### config.mk
export PLATFORM = sky130hd
export DESIGN_NAME = exec_top
export DESIGN_NICKNAME = d
export VERILOG_FILES = /design/src/logic/rv_exec_pkg.sv /design/src/logic/alu.sv /design/src/logic/alu_control.sv /design/src/logic/alu_stage.sv /design/src/logic/exec_pipe.sv /design/src/logic/exec_top.sv /design/src/logic/instr_decoder.sv
export SDC_FILE = /design/constraint.sdc
export NUM_CORES = 1
export LEC_CHECK = 0
export BUFFER_PORTS_ARGS = -buffer_cell sky130_fd_sc_hd__buf_4
export CELL_PAD_IN_SITES_DETAIL_PLACEMENT = 0
export CELL_PAD_IN_SITES_GLOBAL_PLACEMENT = 2
export CORE_MARGIN = 2
export CORE_UTILIZATION = 35
export DETAILED_ROUTE_END_ITERATION = 16
export PLACE_DENSITY_LB_ADDON = 0.1
export REMOVE_ABC_BUFFERS = 1
export SLEW_MARGIN = 25
export SYNTH_ARGS = -nofsm -noshare
export SYNTH_HDL_FRONTEND = slang
export SYNTH_SLANG_ARGS = --single-unit
export TNS_END_PERCENT = 20
### constraint.sdc
create_clock -name i_clk -period 5.7 [get_ports i_clk]
set_clock_uncertainty 0.1 [all_clocks]
set_input_delay 0.285 -clock i_clk [delete_from_list [all_inputs] [get_ports i_clk]]
set_output_delay 0.285 -clock i_clk [all_outputs]
set_load 0.02 [all_outputs]
### src/logic/rv_exec_pkg.sv
package rv_exec_pkg;

    parameter int XLEN = 32;

    // major opcodes handled by the execute path
    typedef enum logic [6:0] {
        OP_LOAD   = 7'b0000011,
        OP_I      = 7'b0010011,
        OP_AUIPC  = 7'b0010111,
        OP_STORE  = 7'b0100011,
        OP_R      = 7'b0110011,
        OP_LUI    = 7'b0110111,
        OP_BRANCH = 7'b1100011
    } opcode_e;

    // operation class handed from decode to the ALU control
    typedef enum logic [2:0] {
        ALUOP_MEM = 3'b000,
        ALUOP_B   = 3'b001,
        ALUOP_R   = 3'b010,
        ALUOP_I   = 3'b011,
        ALUOP_U   = 3'b100
    } alu_class_e;

    // ALU control lines
    typedef enum logic [3:0] {
        ALU_ADD  = 4'd0,
        ALU_SUB  = 4'd1,
        ALU_SLL  = 4'd2,
        ALU_SLT  = 4'd3,
        ALU_SLTU = 4'd4,
        ALU_XOR  = 4'd5,
        ALU_SRL  = 4'd6,
        ALU_SRA  = 4'd7,
        ALU_OR   = 4'd8,
        ALU_AND  = 4'd9
    } alu_ctrl_e;

    localparam logic [6:0] F7_BASE = 7'b0000000;
    localparam logic [6:0] F7_ALT  = 7'b0100000;  // selects SUB and SRA/SRAI

    // request travelling from decode to execute
    typedef struct packed {
        alu_class_e      alu_class;
        logic [2:0]      funct3;
        logic [6:0]      funct7;   // for I-type this is imm[11:5], so SRAI shows up as F7_ALT
        logic [XLEN-1:0] op_a;
        logic [XLEN-1:0] op_b;
        logic            illegal;  // opcode not known to the decoder
    } exec_req_t;

    // registered execute result
    typedef struct packed {
        logic [XLEN-1:0] result;
        logic            zero;
        logic            illegal;
    } exec_res_t;

endpackage

### src/logic/alu.sv
`timescale 1ns/1ps

module alu (
    input  rv_exec_pkg::alu_ctrl_e         i_ctrl,
    input  logic [rv_exec_pkg::XLEN-1:0]   i_a,
    input  logic [rv_exec_pkg::XLEN-1:0]   i_b,
    output logic [rv_exec_pkg::XLEN-1:0]   o_result,
    output logic                           o_zero
);
    import rv_exec_pkg::*;

    logic [$clog2(XLEN)-1:0] shamt;
    logic                    lt_signed;
    logic                    lt_unsigned;

    assign shamt       = i_b[$clog2(XLEN)-1:0];
    assign lt_signed   = $signed(i_a) < $signed(i_b);
    assign lt_unsigned = i_a < i_b;

    always_comb begin
        case (i_ctrl)
            ALU_ADD: begin
                o_result = i_a + i_b;
            end
            ALU_SUB: begin
                o_result = i_a - i_b;
            end
            ALU_SLL: begin
                o_result = i_a << shamt;
            end
            ALU_SLT: begin
                o_result = {{(XLEN-1){1'b0}}, lt_signed};
            end
            ALU_SLTU: begin
                o_result = {{(XLEN-1){1'b0}}, lt_unsigned};
            end
            ALU_XOR: begin
                o_result = i_a ^ i_b;
            end
            ALU_SRL: begin
                o_result = i_a >> shamt;
            end
            ALU_SRA: begin
                o_result = $signed(i_a) >>> shamt;  // sign bit fills from the left
            end
            ALU_OR: begin
                o_result = i_a | i_b;
            end
            ALU_AND: begin
                o_result = i_a & i_b;
            end
            default: begin
                o_result = '0;
            end
        endcase
    end

    // branch logic reads this after a SUB
    assign o_zero = (o_result == '0);

endmodule

### src/logic/alu_control.sv
`timescale 1ns/1ps

module alu_control (
    input  rv_exec_pkg::alu_class_e i_alu_class,
    input  logic [2:0]              i_funct3,
    input  logic [6:0]              i_funct7,
    output rv_exec_pkg::alu_ctrl_e  o_alu_ctrl,
    output logic                    o_illegal
);
    import rv_exec_pkg::*;

    alu_ctrl_e f3_ctrl;

    // operation chosen by funct3 alone, common to R-type and I-type
    always_comb begin
        case (i_funct3)
            3'b000:  f3_ctrl = ALU_ADD;
            3'b001:  f3_ctrl = ALU_SLL;
            3'b010:  f3_ctrl = ALU_SLT;
            3'b011:  f3_ctrl = ALU_SLTU;
            3'b100:  f3_ctrl = ALU_XOR;
            3'b101:  f3_ctrl = ALU_SRL;
            3'b110:  f3_ctrl = ALU_OR;
            default: f3_ctrl = ALU_AND;
        endcase
    end

    always_comb begin
        o_alu_ctrl = ALU_ADD;  // illegal cases fall back to ADD
        o_illegal  = 1'b0;

        case (i_alu_class)
            ALUOP_MEM: begin
                o_alu_ctrl = ALU_ADD;
            end
            ALUOP_U: begin
                o_alu_ctrl = ALU_ADD;
            end
            ALUOP_B: begin
                case (i_funct3)
                    3'b000, 3'b001: o_alu_ctrl = ALU_SUB;   // beq and bne look at zero
                    3'b100, 3'b101: o_alu_ctrl = ALU_SLT;
                    3'b110, 3'b111: o_alu_ctrl = ALU_SLTU;
                    default:        o_illegal  = 1'b1;
                endcase
            end
            ALUOP_R: begin
                if (i_funct7 == F7_BASE) begin
                    o_alu_ctrl = f3_ctrl;
                end else if (i_funct7 == F7_ALT && i_funct3 == 3'b000) begin
                    o_alu_ctrl = ALU_SUB;
                end else if (i_funct7 == F7_ALT && i_funct3 == 3'b101) begin
                    o_alu_ctrl = ALU_SRA;
                end else begin
                    o_illegal = 1'b1;
                end
            end
            ALUOP_I: begin
                // only shifts right read the upper immediate bits
                if (i_funct3 != 3'b101) begin
                    o_alu_ctrl = f3_ctrl;
                end else if (i_funct7 == F7_BASE) begin
                    o_alu_ctrl = ALU_SRL;
                end else if (i_funct7 == F7_ALT) begin
                    o_alu_ctrl = ALU_SRA;
                end else begin
                    o_illegal = 1'b1;
                end
            end
            default: begin
                o_illegal = 1'b1;
            end
        endcase
    end

endmodule

### src/logic/alu_stage.sv
`timescale 1ns/1ps

module alu_stage (
    input  logic                   i_clk,
    input  logic                   i_rst_n,
    input  logic                   i_valid,
    input  rv_exec_pkg::exec_req_t i_req,
    output logic                   o_valid,
    output rv_exec_pkg::exec_res_t o_res
);
    import rv_exec_pkg::*;

    alu_ctrl_e       alu_ctrl;
    logic            ctrl_illegal;
    logic [XLEN-1:0] alu_result;
    logic            alu_zero;

    alu_control u_alu_control (
        .i_alu_class (i_req.alu_class),
        .i_funct3    (i_req.funct3),
        .i_funct7    (i_req.funct7),
        .o_alu_ctrl  (alu_ctrl),
        .o_illegal   (ctrl_illegal)
    );

    alu u_alu (
        .i_ctrl   (alu_ctrl),
        .i_a      (i_req.op_a),
        .i_b      (i_req.op_b),
        .o_result (alu_result),
        .o_zero   (alu_zero)
    );

    always_ff @(posedge i_clk or negedge i_rst_n) begin
        if (!i_rst_n) begin
            o_valid <= 1'b0;
        end else begin
            o_valid <= i_valid;
        end
    end

    always_ff @(posedge i_clk) begin
        if (i_valid) begin
            o_res.result  <= alu_result;
            o_res.zero    <= alu_zero;
            o_res.illegal <= i_req.illegal | ctrl_illegal;  // decode or funct problem
        end
    end

endmodule

### src/logic/exec_pipe.sv
`timescale 1ns/1ps

module exec_pipe #(
    parameter int PIPE_DEPTH = 2
) (
    input  logic                   i_clk,
    input  logic                   i_rst_n,
    input  logic                   i_valid,
    input  rv_exec_pkg::exec_req_t i_req,
    output logic                   o_valid,
    output rv_exec_pkg::exec_req_t o_req
);
    import rv_exec_pkg::*;

    logic [PIPE_DEPTH-1:0] stage_valid;
    exec_req_t             stage_req [PIPE_DEPTH];

    always_ff @(posedge i_clk or negedge i_rst_n) begin
        if (!i_rst_n) begin
            stage_valid <= '0;
        end else begin
            stage_valid[0] <= i_valid;
            for (int i = 1; i < PIPE_DEPTH; i++) begin
                stage_valid[i] <= stage_valid[i-1];
            end
        end
    end

    // requests shift every cycle so several can be in flight at once
    always_ff @(posedge i_clk) begin
        stage_req[0] <= i_req;
        for (int i = 1; i < PIPE_DEPTH; i++) begin
            stage_req[i] <= stage_req[i-1];
        end
    end

    assign o_valid = stage_valid[PIPE_DEPTH-1];
    assign o_req   = stage_req[PIPE_DEPTH-1];

endmodule

### src/logic/exec_top.sv
`timescale 1ns/1ps

module exec_top #(
    parameter int PIPE_DEPTH = 2
) (
    input  logic                         i_clk,
    input  logic                         i_rst_n,
    input  logic                         i_valid,
    input  logic [31:0]                  i_instr,
    input  logic [rv_exec_pkg::XLEN-1:0] i_rs1_val,
    input  logic [rv_exec_pkg::XLEN-1:0] i_rs2_val,
    input  logic [rv_exec_pkg::XLEN-1:0] i_pc,
    output logic                         o_valid,
    output rv_exec_pkg::exec_res_t       o_res
);
    import rv_exec_pkg::*;

    logic      dec_valid;
    exec_req_t dec_req;
    logic      pipe_valid;
    exec_req_t pipe_req;

    instr_decoder u_decoder (
        .i_clk     (i_clk),
        .i_rst_n   (i_rst_n),
        .i_valid   (i_valid),
        .i_instr   (i_instr),
        .i_rs1_val (i_rs1_val),
        .i_rs2_val (i_rs2_val),
        .i_pc      (i_pc),
        .o_valid   (dec_valid),
        .o_req     (dec_req)
    );

    exec_pipe #(
        .PIPE_DEPTH (PIPE_DEPTH)
    ) u_pipe (
        .i_clk   (i_clk),
        .i_rst_n (i_rst_n),
        .i_valid (dec_valid),
        .i_req   (dec_req),
        .o_valid (pipe_valid),
        .o_req   (pipe_req)
    );

    alu_stage u_stage (
        .i_clk   (i_clk),
        .i_rst_n (i_rst_n),
        .i_valid (pipe_valid),
        .i_req   (pipe_req),
        .o_valid (o_valid),
        .o_res   (o_res)
    );

endmodule

### src/logic/instr_decoder.sv
`timescale 1ns/1ps

module instr_decoder (
    input  logic                             i_clk,
    input  logic                             i_rst_n,
    input  logic                             i_valid,
    input  logic [31:0]                      i_instr,
    input  logic [rv_exec_pkg::XLEN-1:0]     i_rs1_val,
    input  logic [rv_exec_pkg::XLEN-1:0]     i_rs2_val,
    input  logic [rv_exec_pkg::XLEN-1:0]     i_pc,
    output logic                             o_valid,
    output rv_exec_pkg::exec_req_t           o_req
);
    import rv_exec_pkg::*;

    logic [XLEN-1:0] imm_i;
    logic [XLEN-1:0] imm_s;
    logic [XLEN-1:0] imm_u;
    exec_req_t       req_d;

    assign imm_i = {{(XLEN-12){i_instr[31]}}, i_instr[31:20]};
    assign imm_s = {{(XLEN-12){i_instr[31]}}, i_instr[31:25], i_instr[11:7]};
    assign imm_u = {i_instr[31:12], {(XLEN-20){1'b0}}};

    always_comb begin
        req_d.alu_class = ALUOP_MEM;
        req_d.funct3    = i_instr[14:12];
        req_d.funct7    = i_instr[31:25];
        req_d.op_a      = i_rs1_val;
        req_d.op_b      = i_rs2_val;
        req_d.illegal   = 1'b0;

        case (i_instr[6:0])
            OP_R: begin
                req_d.alu_class = ALUOP_R;
            end
            OP_I: begin
                req_d.alu_class = ALUOP_I;
                req_d.op_b      = imm_i;
            end
            OP_LOAD: begin
                req_d.op_b = imm_i;  // address add
            end
            OP_STORE: begin
                req_d.op_b = imm_s;
            end
            OP_BRANCH: begin
                req_d.alu_class = ALUOP_B;  // compare value of rs1 against rs2
            end
            OP_LUI: begin
                req_d.alu_class = ALUOP_U;
                req_d.op_a      = '0;
                req_d.op_b      = imm_u;
            end
            OP_AUIPC: begin
                req_d.alu_class = ALUOP_U;
                req_d.op_a      = i_pc;
                req_d.op_b      = imm_u;
            end
            default: begin
                // unknown opcode gives a zero result flagged illegal
                req_d.op_a    = '0;
                req_d.op_b    = '0;
                req_d.illegal = 1'b1;
            end
        endcase
    end

    always_ff @(posedge i_clk or negedge i_rst_n) begin
        if (!i_rst_n) begin
            o_valid <= 1'b0;
        end else begin
            o_valid <= i_valid;
        end
    end

    always_ff @(posedge i_clk) begin
        if (i_valid) begin
            o_req <= req_d;  // payload only moves on a strobe
        end
    end

endmodule

==> results.toml, run 1 <==
[worst_setup_path]
crit_arrival_ns = 5.59
worst-r2r-setup-slack_ns = 0.44
cp.required_ns = 6.03
end_kind = "flip-flop"
critPathLaunchType = "flip-flop"
reg2reg_depth = 12
critPathKind = "flip-flop to flip-flop"
regToRegEndpoint = "u_stage.o_res[1]"
r2r_start = "u_pipe.stage_req[0][151]"
cp_max_fo = 14

[route]
wl_per_cell_um = 28.0
drt_iter0_markers = 1654
vias = 16600
vias_per_cell = 5.97
ant_nets = 0
totalWireLength_mm = 77.8
drc = 0
drt_first_pass_iters = 6

[yosys]
synth-seq-cells = 272
synthSimpleGateAreaFrac = 0.129
avgSynthCellArea_um2 = 9.60
ys_warn_count = 0
synthMuxAreaShare = 0.127
synth_compound_area_frac = 0.229
synth-main-ff-cell = "dfxtp_1"
synth-edff-count = 112
syn_inst = 1841
ys_types = 95
synth-seq-area-share = 0.373
synth_xor_area_frac = 0.0124
synth_fa_ha_area_frac = 0.0709
ys_async_sr_fraction = 0.0147
synthesis.area_um2 = 17700
synth_top_family_by_area = "compound AO/OA/AOI/OAI gates"

[placed_design]
hpwl_mm = 59.1
dpl_cell_area_um2 = 19800
numPortBuffers = 165
dpl_worst_slack_ns = 0.633
place_congestion = 0.948

[hold_path]
hp-class = "input port to flip-flop"
whs_path_depth = 2
hp-start = "i_rs2_val[25]"
hold_path_end = "u_decoder.o_req[26]"

[power]
pwr-share-comb = 0.278
peakVddDrop_mv = 0.211
clkPwrFrac = 0.327
p_int_uw = 3930
power_uw = 5840
pwr-share-seq = 0.395
powerDensity_nw_per_um2 = 266
leakage_uw = 0.00899
switching_share = 0.327
p_switching_uw = 1910

[sta]
setup_slack_ns = 0.442
fmaxAchievable_ghz = 0.190
max_slew_margin = 0.250
rsz0062_at_grt = "no"
worst_pin_slew_ns = 1.12
setup_violations = 0
fin_crit_sh = 0.922
final-hold-violation-count = 0
finalCriticalPeriod_ns = 5.26
slew_viol_final = 0

[cells_and_area]
nets = 2313
insertedDiodeCount = 0
syn2layout_area_growth_pct = 24.2
fin_util = 0.439
design_area_um2 = 21900
drive_gt1_frac = 0.202

[global_routing]
grt_pass1_vias = 16200
grt_util_met2 = 0.464
grt_use_met3 = 0.0488
grtUsageTotal = 0.291
grt_start_max_net_pins = 90
grt_first_pass_wirelength_mm = 113
grt_overflow = 0
antenna_found_initial = 0
top_usage_layer = "met2"
met1_usage = 0.387

[run]
maxCapViolCount = 0

[floorplanning]
io_pins = 166
fp.dieW_um = 229
initial_core_util = 0.354
row_count = 82
die-area_um2 = 52300
core_area_um2 = 50000
dieHeight_um = 229

[clocking]
cts_max_level = 1
postCtsSetupRepairBufs = 0
cts-root-buf = "clkbuf_16"
worstSkewPairLatency_ns = 0.58
clk_path_buf_depth = 3
numCtsBuffers = 30
cts_tree = "built"
clkSinkCount = 272
clk_pin_slew_ns = 0.06

[status]
status = "finished clean"
[cell usage after synthesis, types with 12 or more instances]
library cell	n	area (um2)
a221oi_1	14	123
mux2i_1	56	561
o211ai_1	34	255
a21o_1	15	113
edfxtp_1	112	3360
dfxtp_1	156	3120
nor3_1	45	225
buf_1	16	60.1
inv_1	105	394
ha_1	97	1210
o21ai_0	107	536
clkbuf_1	98	368
a211oi_1	34	255
nand2b_1	18	113
nor4_1	24	150
mux4_2	61	1370
nor2b_1	17	106
a22o_1	38	333
a221o_1	24	240
nand3_1	24	120
a31oi_1	16	100
xnor2_1	23	201
buf_2	27	135
or2_2	12	75.1
nor2_1	134	503
o22ai_1	18	113
mux2_2	26	293
or3_1	17	106
nand2_1	123	462
a21oi_1	118	591
[worst max path at each step]
stage / start / end / slack [ns] / depth (start not counted)
CTS: u_pipe.stage_req[0][80] / u_stage.o_res[1] / 0.60 / 13
global route: u_pipe.stage_req[0][81] / u_stage.o_res[1] / 0.33 / 13
finish: u_pipe.stage_req[0][151] / u_stage.o_res[1] / 0.44 / 12
floorplan: u_pipe.stage_req[0][80] / u_stage.o_res[1] / -2.17 / 14
global placement: u_pipe.stage_req[0][151] / u_stage.o_res[1] / 0.63 / 12
detailed placement: u_pipe.stage_req[0][80] / u_stage.o_res[1] / 0.63 / 13
[per-stage QoR]
stage | hold slack [ns] | setup TNS, ns | std cells
4_1_cts | 0.0000863 | 0 | 2778
6_report | 0.0348 | 0 | 2779
3_5_place_dp | -0.0145 | 0 | 2604
3_3_place_gp | -0.0148 | 0 | 2604
2_1_floorplan | -0.111 | -31.00 | 1690
5_1_grt | 0.0270 | 0 | 2779
[sequential cells by signal, summed over array words and instances (netlist names)]
name,count
u_stage.o_res,34
u_pipe.stage_req,156
u_pipe.stage_valid,2
u_stage.o_valid,1
u_decoder.o_valid,1
u_decoder.o_req,78
[power by group through the flow]
stage	Sequential (uW)	Clock, uW	Combinational, uW
global route	2320	2040	1720
finish	2310	1910	1620
floorplan	2380	0	827
detailed placement	2350	0	1530
global placement	2350	0	1540
CTS	2310	1960	1590
[repair_timing]
item / in CTS / in global routing
resized for setup: 0 / 0
hold buffers: 118 / 1
endpoints found under the hold margin: 90 / 1
[critical path, cell delays in order, from the launching register on]
cell	delay [ns]
dfxtp_1	0.57
nand2b_1	0.23
a2bb2oi_1	0.18
o22ai_1	0.19
a21oi_2	0.80
nor4_1	0.33
a221oi_1	0.65
o21ai_1	0.19
or4_1	0.55
or4_1	0.56
nor4_1	0.47
nand4bb_1	0.17
nor3_2	0.12
[cell type report]
| type | count | area [um2] |
|---|---|---|
| clock buffer | 41 | 896 |
| clock inverter | 15 | 101 |
| sequential | 272 | 6600 |
| inverter | 108 | 405 |
| fill | 4823 | 28000 |
| timing repair buffer | 361 | 3050 |
| tap | 672 | 841 |
| multi-input combinational | 1310 | 10100 |
[routing by layer]
| metal | up-vias | share of wire |
|---|---|---|
| li1 | 7449 | - |
| met1 | 8157 | 0.42 |
| met2 | 803 | 0.46 |
| met3 | 173 | 0.071 |
| met4 | 0 | 0.048 |
| met5 | - | 0 |
[layout by cell type, fill, tap and decap left out, types with 9 or more instances in the layout]
| cell | n |
|---|---|
| o22ai_1 | 18 |
| or3_1 | 17 |
| nor4_1 | 24 |
| nor2b_1 | 16 |
| nand4_1 | 10 |
| clkbuf_16 | 33 |
| o221ai_1 | 11 |
| a22o_1 | 38 |
| o211ai_1 | 34 |
| nand3_1 | 24 |
| or2_2 | 12 |
| nand2_1 | 123 |
| xnor2_1 | 23 |
| mux2i_1 | 56 |
| a21o_1 | 15 |
| mux2_2 | 26 |
| a211o_1 | 11 |
| dlygate4sd3_1 | 119 |
| mux4_2 | 61 |
| nor2_1 | 133 |
| a211oi_1 | 34 |
| edfxtp_1 | 112 |
| nand2b_1 | 18 |
| buf_4 | 239 |
| ha_1 | 97 |
| dfxtp_1 | 151 |
| a21oi_1 | 117 |
| o21ai_0 | 107 |
| nor3_1 | 42 |
| a221oi_1 | 14 |
| a221o_1 | 24 |
| a31oi_1 | 16 |
| inv_1 | 105 |
| o21bai_1 | 11 |
| o31ai_1 | 9 |
[cells by family after synthesis]
group / count (synthesis)
AOI/OAI and AO/OA: 575
and+or+nand+nor: 467
DFF: 272
buffers and inverters: 259
muxes: 144
adders and majority gates: 99
xor gates and xnor gates: 25
(Power assumes the default switching activity.)
==> run 2, diff against run 1 <==
- CORE_UTILIZATION: 35 -> 42
- SETUP_SLACK_MARGIN: unset -> 0.15
- clock period: 5.7 -> 6.3 ns (I/O delays scaled with it)
==> run 2 against run 1 <==
Effect of this change: sequential share of layout area up 0.71 points; global-route usage up 3.7 points; worst setup slack better by 0.61 ns; maximum frequency up 0.11%; wire length down 6.0%; non-clock buffer count down 26; flip-flop and latch count unchanged; via count about the same; power down 12%; critical endpoint unchanged; largest power group unchanged.
==> results.toml, run 2 (synthesis gave the netlist of run 1 again) <==
[route]
ant_nets = 0
dr_wl_met2_mm = 32.3
wl_met3_mm = 6.11
totalWireLength_mm = 73.2
met1_length_mm = 30.6
drt_iter0_markers = 1725
wl_per_cell_um = 28.0
dr.max_layer_used = "met4"
vias_per_cell = 6.34
drc = 0
drt_first_pass_iters = 7
vias = 16600

[placed_design]
place_congestion = 0.965
placedCellCount = 2450
hpwl_mm = 54.5
numPortBuffers = 165

[run]
maxCapViolCount = 0

[sta]
worst_pin_slew_ns = 1.11
max_slew_margin = 0.258
fin_crit_sh = 0.834
setup_violations = 0
rsz0062_at_grt = "no"
fin_setup_tns_ns = 0
finalCriticalPeriod_ns = 5.25
final-hold-violation-count = 0
slew_viol_final = 0
fmaxAchievable_ghz = 0.190

[power]
pwr-share-seq = 0.408
peakVddDrop_mv = 0.176
switching_share = 0.330
p_int_uw = 3430
powerDensity_nw_per_um2 = 239
clkPwrFrac = 0.313
p_switching_uw = 1690
pwr-share-comb = 0.279
leakage_uw = 0.00880

[clocking]
cts-root-buf = "clkbuf_16"
cts_max_level = 1
postCtsSetupRepairBufs = 0
clk_pin_slew_ns = 0.06
cts_tree = "built"
clk_path_buf_depth = 3
worstSkewPairLatency_ns = 0.56
numCtsBuffers = 27
clkSinkCount = 272

[floorplanning]
die-area_um2 = 43700
dieHeight_um = 209
fp.dieW_um = 209
row_count = 75
core_area_um2 = 41800
io_pins = 166
initial_core_util = 0.423

[cells_and_area]
drive_gt1_frac = 0.193
final_cell_mix = "buf_4, dfxtp_1, nor2_1"
top_register = "u_pipe.stage_req"
largest_reg_flops = 156
final_cells = 2614
layout_commonest_cell = "buf_4"
syn2layout_area_growth_pct = 21.3
nFillCells = 3801
nets = 2284
fin_util = 0.514
reg_top3 = "u_pipe.stage_req (156), u_decoder.o_req (78), u_stage.o_res (34)"

[worst_setup_path]
critPathKind = "flip-flop to flip-flop"
cpMaxStageDelayCell = "or4_1"
worst-r2r-setup-slack_ns = 1.05
endpoint = "u_stage.o_res[1]"
cp.required_ns = 6.60
critPathLaunchType = "flip-flop"
r2r_start = "u_pipe.stage_req[0][79]"
end_kind = "flip-flop"
reg2reg_depth = 17
cp_max_fo = 39
cp_cell_sequence = "buf_4 > ha_1 > inv_1 > fa_1 > nor2b_1 > o311ai_0 > buf_4 > a211o_1 > nand2_1 > xnor2_1 > a222oi_1 > nand3_1 > or4_1 > or4_1 > nor4_1 > nand4bb_1 > nor3_2"
crit_arrival_ns = 5.56
critPathLaunch = "u_pipe.stage_req[0][79]"
regToRegEndpoint = "u_stage.o_res[1]"
max_stage_delay_ns = 0.56

[global_routing]
grtUsageTotal = 0.328
grt_overflow = 0
grt_pass1_vias = 15800
antenna_found_initial = 1
grt_first_pass_wirelength_mm = 107
grt_start_max_net_pins = 71

[status]
status = "finished clean"

[hold_path]
hp-class = "input port to flip-flop"
-- run 2: final cells by class --
cell class | instances | area (um2) | area share
sequential | 272 | 6600 | 0.308
tap | 539 | 674 | 0.0314
clock buffer | 34 | 742 | 0.0346
timing repair buffer | 335 | 2810 | 0.131
antenna | 1 | 2.50 | 0.000117
clock inverter | 15 | 148 | 0.00688
inverter | 108 | 405 | 0.0189
multi-input combinational | 1310 | 10100 | 0.469
-- run 2: through the flow --
stage / hold WS, ns / area, um2 / total power, uW / setup WS (ns)
after floorplan: -0.0806 / 17000 / 2900 / -1.57
after global placement: 0.0118 / 19400 / 3470 / 1.20
after detailed placement: 0.0158 / 19400 / 3470 / 1.09
after CTS: 0.00631 / 21400 / 5110 / 1.07
after global routing: 0.0254 / 21400 / 5310 / 0.782
final: 0.0259 / 21400 / 5120 / 1.05
-- run 2: worst min path at each step --
stage | startpoint | endpoint | slack, ns | cells past startpoint
2_1_floorplan | i_rst_n | u_decoder.o_valid | -0.08 | 0
6_report | i_instr[4] | u_decoder.o_req[76] | 0.03 | 3
3_5_place_dp | i_rst_n | u_stage.o_valid | 0.02 | 1
4_1_cts | i_instr[4] | u_decoder.o_req[76] | 0.006 | 3
5_1_grt | i_rs2_val[24] | u_decoder.o_req[25] | 0.03 | 2
3_3_place_gp | i_rst_n | u_stage.o_valid | 0.01 | 1
-- run 2: per-layer routing --
metal	track usage	vias to the layer above
li1	-	7404
met1	0.445	8033
met2	0.509	947
met3	0.0500	188
met4	0.166	0
met5	0	-
-- run 2: power by group through the flow --
stage                     Sequential, uW  Combinational (uW)  Clock, uW
after floorplan                     2150                 749          0
after global placement              2120                1350          0
after detailed placement            2120                1340          0
after CTS                           2090                1390       1640
after global routing                2100                1500       1710
final                               2090                1430       1600
-- run 2: critical path: cells and delay by family, from the launching register on --
family / cells / cell delay (ns)
flip-flops: 1 / 0.32
AO/OA/AOI/OAI: 3 / 0.88
buffers and inverters: 3 / 0.76
AND/OR/NAND/NOR: 8 / 2.21
XOR/XNOR: 1 / 0.13
adder cells (fa/ha/maj): 2 / 0.67
-- run 2: what timing repair did --
item,CTS,global route
hold endpoints to repair,73,0
resized for setup,0,0
hold buffers,114,0
